File: src/uart_pkg.sv
//**************************************************************************
// serial framing constants for the 8N1 transmitter
// ascii codes used by the hex test pattern
//**************************************************************************

package uart_pkg;

	// frame layout: start, data lsb first, stop
	localparam int data_bits  = 8;
	localparam int frame_bits = 10;
	localparam int idx_width  = 4; // holds 0 .. frame_bits-1

	// index of the stop bit within a frame
	localparam logic [idx_width-1:0] stop_index = idx_width'(frame_bits - 1);

	// bit period counter width, clocks per bit
	localparam int div_width = 16;

	// pattern characters
	localparam logic [data_bits-1:0] char_cr   = 8'h0d;
	localparam logic [data_bits-1:0] char_lf   = 8'h0a;
	localparam logic [data_bits-1:0] char_zero = 8'h30; // '0'
	localparam logic [data_bits-1:0] char_a    = 8'h61; // lower case 'a'

endpackage

File: src/regmap_pkg.sv
//**************************************************************************
// APB register map of the pattern transmitter
// addresses, field positions, limits and reset values
//**************************************************************************

package regmap_pkg;

	localparam int addr_width = 8;
	localparam int data_width = 32;

	// word addresses
	localparam logic [addr_width-1:0] addr_ctrl = 8'h00;
	localparam logic [addr_width-1:0] addr_div  = 8'h04;
	localparam logic [addr_width-1:0] addr_len  = 8'h08;
	localparam logic [addr_width-1:0] addr_stat = 8'h0c;

	// ctrl and stat bit positions
	localparam int ctrl_enable_bit = 0;
	localparam int stat_busy_bit   = 0;
	localparam int stat_count_lsb  = 8;
	localparam int cnt_width       = 16; // sent count, wraps

	// divisor field, clocks per bit
	localparam logic [uart_pkg::div_width-1:0] div_min   = 16'd4;
	localparam logic [uart_pkg::div_width-1:0] div_reset = 16'd16;

	// line length field, digits per line
	localparam int len_width = 7;
	localparam logic [len_width-1:0] len_min   = 7'd1;
	localparam logic [len_width-1:0] len_max   = 7'd64;
	localparam logic [len_width-1:0] len_reset = 7'd64;

endpackage

File: src/apb_regs.sv
//**************************************************************************
// APB3 slave with ctrl, div, len and stat registers
// clamps divisor and line length, counts sent characters
//**************************************************************************

`timescale 1ns/100ps

module apb_regs (
	input  logic                                  clock,
	input  logic                                  arst_n,
	input  logic [regmap_pkg::addr_width-1:0]     paddr,
	input  logic                                  psel,
	input  logic                                  penable,
	input  logic                                  pwrite,
	input  logic [regmap_pkg::data_width-1:0]     pwdata,
	input  logic                                  busy,
	input  logic                                  sent,
	output logic [regmap_pkg::data_width-1:0]     prdata,
	output logic                                  pready,
	output logic                                  pslverr,
	output logic                                  enable,
	output logic [uart_pkg::div_width-1:0]        divisor,
	output logic [regmap_pkg::len_width-1:0]      line_len
);
	logic access;
	logic wr;
	logic sel_ctrl;
	logic sel_div;
	logic sel_len;
	logic sel_stat;
	logic hit;
	logic [uart_pkg::div_width-1:0]    div_in;
	logic [regmap_pkg::len_width-1:0]  len_in;
	logic [regmap_pkg::cnt_width-1:0]  sent_count;

	assign sel_ctrl = (paddr == regmap_pkg::addr_ctrl);
	assign sel_div  = (paddr == regmap_pkg::addr_div);
	assign sel_len  = (paddr == regmap_pkg::addr_len);
	assign sel_stat = (paddr == regmap_pkg::addr_stat);
	assign hit      = sel_ctrl | sel_div | sel_len | sel_stat;

	assign access  = psel & penable; // second cycle of a transfer
	assign wr      = access & pwrite;
	assign pready  = 1'b1;           // no wait states
	assign pslverr = access & ~hit;

	// written values clamped before they are stored
	assign div_in = (pwdata[uart_pkg::div_width-1:0] < regmap_pkg::div_min) ?
		regmap_pkg::div_min : pwdata[uart_pkg::div_width-1:0];

	always_comb begin
		if (pwdata == '0)
			len_in = regmap_pkg::len_min;
		else if (pwdata > regmap_pkg::len_max)
			len_in = regmap_pkg::len_max;
		else
			len_in = pwdata[regmap_pkg::len_width-1:0];
	end

	always_ff @(posedge clock or negedge arst_n) begin
		if (!arst_n) begin
			enable     <= 1'b0;
			divisor    <= regmap_pkg::div_reset;
			line_len   <= regmap_pkg::len_reset;
			sent_count <= '0;
		end else begin
			if (wr && sel_ctrl)
				enable <= pwdata[regmap_pkg::ctrl_enable_bit];
			if (wr && sel_div)
				divisor <= div_in;
			if (wr && sel_len)
				line_len <= len_in;
			if (sent)
				sent_count <= sent_count + 1'b1; // wraps at 16 bits
		end
	end

	// read mux, stat is live
	always_comb begin
		prdata = '0;
		if (sel_ctrl) begin
			prdata[regmap_pkg::ctrl_enable_bit] = enable;
		end else if (sel_div) begin
			prdata[uart_pkg::div_width-1:0] = divisor;
		end else if (sel_len) begin
			prdata[regmap_pkg::len_width-1:0] = line_len;
		end else if (sel_stat) begin
			prdata[regmap_pkg::stat_busy_bit] = busy;
			prdata[regmap_pkg::stat_count_lsb +: regmap_pkg::cnt_width] = sent_count;
		end
	end

endmodule

File: src/pattern_gen.sv
//**************************************************************************
// test pattern sequencer: hex digits 0..f per line, then CR and LF
// issues one load per character while the serializer is idle
//**************************************************************************

`timescale 1ns/100ps

module pattern_gen #(
	parameter int len_w = 7
) (
	input  logic                            clock,
	input  logic                            arst_n,
	input  logic                            enable,
	input  logic [len_w-1:0]                line_len,
	input  logic                            busy,
	output logic                            load,
	output logic [uart_pkg::data_bits-1:0]  tx_data
);
	logic [len_w-1:0]  digit;      // digit index within the line
	logic [len_w-1:0]  digit_next;
	logic              in_cr;
	logic              in_lf;
	logic              armed;      // one clock ahead of load
	logic              send_cr;
	logic [3:0]        nibble;
	logic [uart_pkg::data_bits-1:0] hex_char;

	// a line shortened under us ends with CR at the next digit
	assign send_cr    = in_cr | (!in_lf && (digit >= line_len));
	assign digit_next = digit + 1'b1;
	assign nibble     = digit[3:0];

	assign hex_char = (nibble < 4'd10) ?
		uart_pkg::char_zero + {{(uart_pkg::data_bits-4){1'b0}}, nibble} :
		uart_pkg::char_a + {{(uart_pkg::data_bits-4){1'b0}}, nibble - 4'd10};

	always_comb begin
		if (send_cr)
			tx_data = uart_pkg::char_cr;
		else if (in_lf)
			tx_data = uart_pkg::char_lf;
		else
			tx_data = hex_char;
	end

	// two stage request: idle seen, then load
	always_ff @(posedge clock or negedge arst_n) begin
		if (!arst_n) begin
			armed <= 1'b0;
			load  <= 1'b0;
		end else begin
			armed <= enable && !busy && !armed && !load;
			load  <= armed && enable; // dropped if enable went low
		end
	end

	// position only moves once the character is taken
	always_ff @(posedge clock or negedge arst_n) begin
		if (!arst_n) begin
			digit <= '0;
			in_cr <= 1'b0;
			in_lf <= 1'b0;
		end else if (load) begin
			if (send_cr) begin
				in_cr <= 1'b0;
				in_lf <= 1'b1;
			end else if (in_lf) begin
				in_lf <= 1'b0;
				digit <= '0; // start of next line
			end else if (digit_next >= line_len) begin
				in_cr <= 1'b1;
			end else begin
				digit <= digit_next;
			end
		end
	end

endmodule

File: src/uart_tx.sv
//**************************************************************************
// 8N1 serializer with load/busy handshake
// bit period set by a divisor sampled at load
//**************************************************************************

`timescale 1ns/100ps

module uart_tx (
	input  logic                            clock,
	input  logic                            arst_n,
	input  logic                            load,
	input  logic [uart_pkg::data_bits-1:0]  tx_data,
	input  logic [uart_pkg::div_width-1:0]  divisor,
	output logic                            tx,
	output logic                            busy,
	output logic                            sent
);
	logic [uart_pkg::div_width-1:0]  period;  // clocks per bit for this frame
	logic [uart_pkg::div_width-1:0]  count;   // clocks left in current bit
	logic [uart_pkg::data_bits:0]    shift;   // data lsb first, stop on top
	logic [uart_pkg::idx_width-1:0]  bit_idx; // 0 start .. stop_index stop
	logic                            bit_done;
	logic                            start;

	assign bit_done = (count == '0);
	assign start    = load & ~busy;

	always_ff @(posedge clock or negedge arst_n) begin
		if (!arst_n) begin
			tx      <= 1'b1; // line idles high
			busy    <= 1'b0;
			sent    <= 1'b0;
			count   <= '0;
			bit_idx <= '0;
		end else begin
			sent <= 1'b0;
			if (!busy) begin
				if (load) begin
					busy    <= 1'b1;
					tx      <= 1'b0; // start bit
					count   <= divisor - 1'b1;
					bit_idx <= '0;
				end
			end else if (bit_done) begin
				if (bit_idx == uart_pkg::stop_index) begin
					busy <= 1'b0; // end of stop bit, tx stays high
					sent <= 1'b1;
				end else begin
					tx      <= shift[0];
					count   <= period - 1'b1;
					bit_idx <= bit_idx + 1'b1;
				end
			end else begin
				count <= count - 1'b1;
			end
		end
	end

	// frame payload
	always_ff @(posedge clock) begin
		if (start) begin
			shift  <= {1'b1, tx_data};
			period <= divisor;
		end else if (busy && bit_done) begin
			shift <= {1'b1, shift[uart_pkg::data_bits:1]};
		end
	end

endmodule

File: src/uart_pattern_top.sv
//**************************************************************************
// UART test pattern transmitter top level
// register block, pattern sequencer and serializer
//**************************************************************************

`timescale 1ns/100ps

module uart_pattern_top (
	input  logic                               clock,
	input  logic                               arst_n,
	input  logic [regmap_pkg::addr_width-1:0]  paddr,
	input  logic                               psel,
	input  logic                               penable,
	input  logic                               pwrite,
	input  logic [regmap_pkg::data_width-1:0]  pwdata,
	output logic [regmap_pkg::data_width-1:0]  prdata,
	output logic                               pready,
	output logic                               pslverr,
	output logic                               tx
);
	logic                                enable;
	logic [uart_pkg::div_width-1:0]      divisor;
	logic [regmap_pkg::len_width-1:0]    line_len;
	logic                                load;
	logic [uart_pkg::data_bits-1:0]      tx_data;
	logic                                busy;
	logic                                sent; // one pulse per finished frame

	apb_regs regs (
		.clock    (clock),
		.arst_n   (arst_n),
		.paddr    (paddr),
		.psel     (psel),
		.penable  (penable),
		.pwrite   (pwrite),
		.pwdata   (pwdata),
		.busy     (busy),
		.sent     (sent),
		.prdata   (prdata),
		.pready   (pready),
		.pslverr  (pslverr),
		.enable   (enable),
		.divisor  (divisor),
		.line_len (line_len)
	);

	pattern_gen #(
		.len_w (regmap_pkg::len_width)
	) seq (
		.clock    (clock),
		.arst_n   (arst_n),
		.enable   (enable),
		.line_len (line_len),
		.busy     (busy),
		.load     (load),
		.tx_data  (tx_data)
	);

	uart_tx serializer (
		.clock    (clock),
		.arst_n   (arst_n),
		.load     (load),
		.tx_data  (tx_data),
		.divisor  (divisor),
		.tx       (tx),
		.busy     (busy),
		.sent     (sent)
	);

endmodule

File: config.mk
export PLATFORM = sky130hd
export DESIGN_NAME = uart_pattern_top
export DESIGN_NICKNAME = d
export VERILOG_FILES = /design/src/uart_pkg.sv /design/src/regmap_pkg.sv /design/src/apb_regs.sv /design/src/pattern_gen.sv /design/src/uart_tx.sv /design/src/uart_pattern_top.sv
export SDC_FILE = /design/constraint.sdc
export NUM_CORES = 1
export LEC_CHECK = 0
export ABC_AREA = 1
export BUFFER_PORTS_ARGS = -buffer_cell sky130_fd_sc_hd__buf_2
export CORE_AREA = 2 2 100 150
export DETAILED_ROUTE_END_ITERATION = 10
export DIE_AREA = 0 0 102 152
export RECOVER_POWER = 25
export SLEW_MARGIN = 10
export SYNTH_ARGS = -nofsm -noshare
export SYNTH_HDL_FRONTEND = slang
export SYNTH_HIERARCHICAL = 1
export SYNTH_SLANG_ARGS = --single-unit
File: constraint.sdc
create_clock -name clock -period 3.5 [get_ports clock]
set_input_delay 0.175 -clock clock [delete_from_list [all_inputs] [get_ports clock]]
set_output_delay 0.175 -clock clock [all_outputs]
set_load 0.005 [all_outputs]
==> flow_metrics.env <==
export IMPL_ios=80
export IMPL_drt_iter0_markers=251
export IMPL_worstSetupPathType="reg -> reg"
export IMPL_gp_congestion=0.855
export IMPL_post_cts_buffers=0
export IMPL_setup_viol=0
export IMPL_die_w_um=102
export IMPL_crit_start="serializer/count[1]"
export IMPL_yosys_cell_types_count=43
export IMPL_initial_core_util=0.436
export IMPL_route_detailed_drc=0
export IMPL_clock_latency_ps=360
export IMPL_p_per_area_nw_per_um2=344
export IMPL_start_kind="register"
export IMPL_pre_cts_ws_ps=698
export IMPL_syn_avg_cell_area_um2=7.48
export IMPL_ctsHtreeMaxLevel=3
export IMPL_violations="capacitance limit, slew limit"
export IMPL_hold_violations=0
export IMPL_maxCapViolCount=1
export IMPL_r2r_start="serializer/count[1]"
export IMPL_fin_ws_ps=676
export IMPL_clock_root_buffer="clkbuf_16"
export IMPL_grt_max_degree=75
export IMPL_mappedNetlistArea_um2=6240
export IMPL_rsz0062_at_grt="false"
export IMPL_fin_util=0.492
export IMPL_cp_max_fo=16
export IMPL_via_count=5401
export IMPL_worstHoldPathType="in -> reg"
export IMPL_cts_hold_buf=0
export IMPL_fin_skew_ps=10.8
export IMPL_num_rows=54
export IMPL_yosys_area_top_type="dfrtp_1"
export IMPL_power_leakage_nw=3.73
export IMPL_synthCells=835
export IMPL_grt_pass1_vias=5338
export IMPL_min_period_over_period=0.807
export IMPL_port_buffers=70
export IMPL_ant_nets=0
export IMPL_outcome="finished, violations left"
export IMPL_peakVddDrop_mv=0.218
export IMPL_cts_tree="yes"
export IMPL_drt_wl_total_um=15400
export IMPL_synth_edf_count=24
export IMPL_tightest_slew_ps=1950
export IMPL_antenna_found_initial=0
export IMPL_drv_slew=75
export IMPL_viasPerCell=4.90
export IMPL_ys_ff_latch=98
export IMPL_fin_nets=969
export IMPL_hp_start="pwdata[11]"
export IMPL_cts_buffers=9
export IMPL_fmax_mhz=354
export IMPL_drive_above_1_share=0.161
export IMPL_synth_top_cell_area_share=0.285
export IMPL_synth_yosys_seq_area_share=0.413
export IMPL_cts_buffer_depth=2
export IMPL_core_area_um2=14300
export IMPL_period_minus_slack_ps=2820
export IMPL_max_slew_margin_rel=-0.297
export IMPL_cp_end_kind="register"
export IMPL_worstPathArrival_ps=3070
export IMPL_grt_overflow=0
export IMPL_hold_slack_ps=24.1
export IMPL_n_antenna_cell=0
export IMPL_die_h_um=152
export IMPL_drt_wirelength_per_cell_um=14.0
export IMPL_cp_required_ps=3740
export IMPL_synth_ff_type="dfrtp_1"
export IMPL_synth_area_top_cells="dfrtp_1 (28%), nand2_1 (16%), edfxtp_1 (12%)"
export IMPL_track_usage=0.210
export IMPL_synthToLayoutAreaGrowth_pct=12.8
export IMPL_clk_pin_slew_ps=80
export IMPL_die_area_um2=15500
export IMPL_grt_first_pass_wirelength_um=25700
export IMPL_power_mw=2.42
export IMPL_cts_num_sinks=98
export IMPL_dp_hpwl_um=11600
export IMPL_setup_tns_ps=0
export IMPL_ys_async_sr_fraction=0.755
export IMPL_cts_resized=0
export IMPL_first_pass_iters=6
export IMPL_yosys_warnings=6
sequential cells by signal, summed over array words and instances (netlist names):
signal              count
regs/divisor           16
regs/enable             1
regs/line_len           7
regs/sent_count        16
seq/armed               1
seq/digit               7
seq/in_cr               1
seq/in_lf               1
seq/load                1
serializer/bit_idx      4
serializer/busy         1
serializer/count       16
serializer/period      16
serializer/sent         1
serializer/shift        8
serializer/tx           1
worst paths after layout:
check | end | slack (ps) | cells after the start
worst max-delay path | serializer/count[12] | 680 | 15
worst min-delay path | regs/divisor[11] | 20 | 3
worst max register to register | serializer/count[12] | 680 | 15
max in group asynchronous | serializer/count[15] | 1980 | 1
worst min register to register | seq/armed | 430 | 1
min in group asynchronous | regs/sent_count[3] | 320 | 1
report_power, final:
part	internal [mW]	switching, mW
logic	0.0555	0.118
clock network	0.590	0.470
registers	1.18	0.0101
cells in the mapped netlist (all sizes together) (6+ instances only):
| cell | instances |
|---|---|
| o21ai | 37 |
| a21oi | 14 |
| or2 | 8 |
| edfxtp | 24 |
| nor2 | 108 |
| a22o | 6 |
| nor3 | 6 |
| ha | 23 |
| nand4 | 20 |
| nand3 | 74 |
| dfrtp | 71 |
| clkbuf | 6 |
| nand2 | 267 |
| inv | 113 |
| xor2 | 19 |
| buf | 21 |
cells in the final DEF, fill, tap and decap left out, drive strengths merged:
master,n
a31oi,4
buf,74
nand4,20
o22ai,1
nand3b,3
xor2,19
o32ai,1
inv,118
nor3,6
a22o,6
nand3,74
edfxtp,24
bufinv,1
clkbuf,11
nor2,108
o21ai,37
a22oi,1
ha,23
or2,8
clkinv,2
conb,10
a21oi,14
dfrtp,71
nand2,267
dfstp,3
layer usage:
| layer | global-route usage | vias up | share of wire |
|---|---|---|---|
| li1 | - | 2753 | - |
| met3 | 0.0299 | 33 | 0.025 |
| met1 | 0.242 | 2523 | 0.40 |
| met2 | 0.375 | 92 | 0.54 |
| met5 | 0 | - | 0 |
| met4 | 0.0978 | 0 | 0.037 |
per-stage QoR:
stage / instances / area [um2]
floorplan: 842 / 6270
global placement: 1086 / 6730
detailed placement: 1086 / 6730
CTS: 1102 / 7040
global route: 1102 / 7040
finish: 1102 / 7040
cell families after synthesis:
logic type      after synthesis  share of synthesized area
xor+xnor                     19                     0.0267
buf+inv                     142                     0.0976
fa+ha+maj                    23                     0.0461
other cells                   3                    0.00180
simple gates                486                      0.351
compound gates               64                     0.0645
flops                        98                      0.413
worst max-delay path, stage by stage (launching register included):
cell,delay (ps)
dfrtp_1,390
nor2_1,110
nand2_1,110
nor2_4,360
nand2_2,290
nand2_1,150
nor2_1,50
nor2_1,180
ha_1,200
inv_1,80
nor3_2,420
nand3_1,130
nand2_1,80
nand2_1,50
nand2_1,50
nand2_1,50
cell type report:
cell class                      count  area [um2]
Multi-Input combinational cell    602        3080
Timing Repair Buffer               75         388
Sequential cell                    98        2580
Inverter                          115         433
Tap cell                          196         245
Clock buffer                       10         239
Fill cell                        1495        7280
Clock inverter                      6        76.3
(Power assumes the default switching activity.)
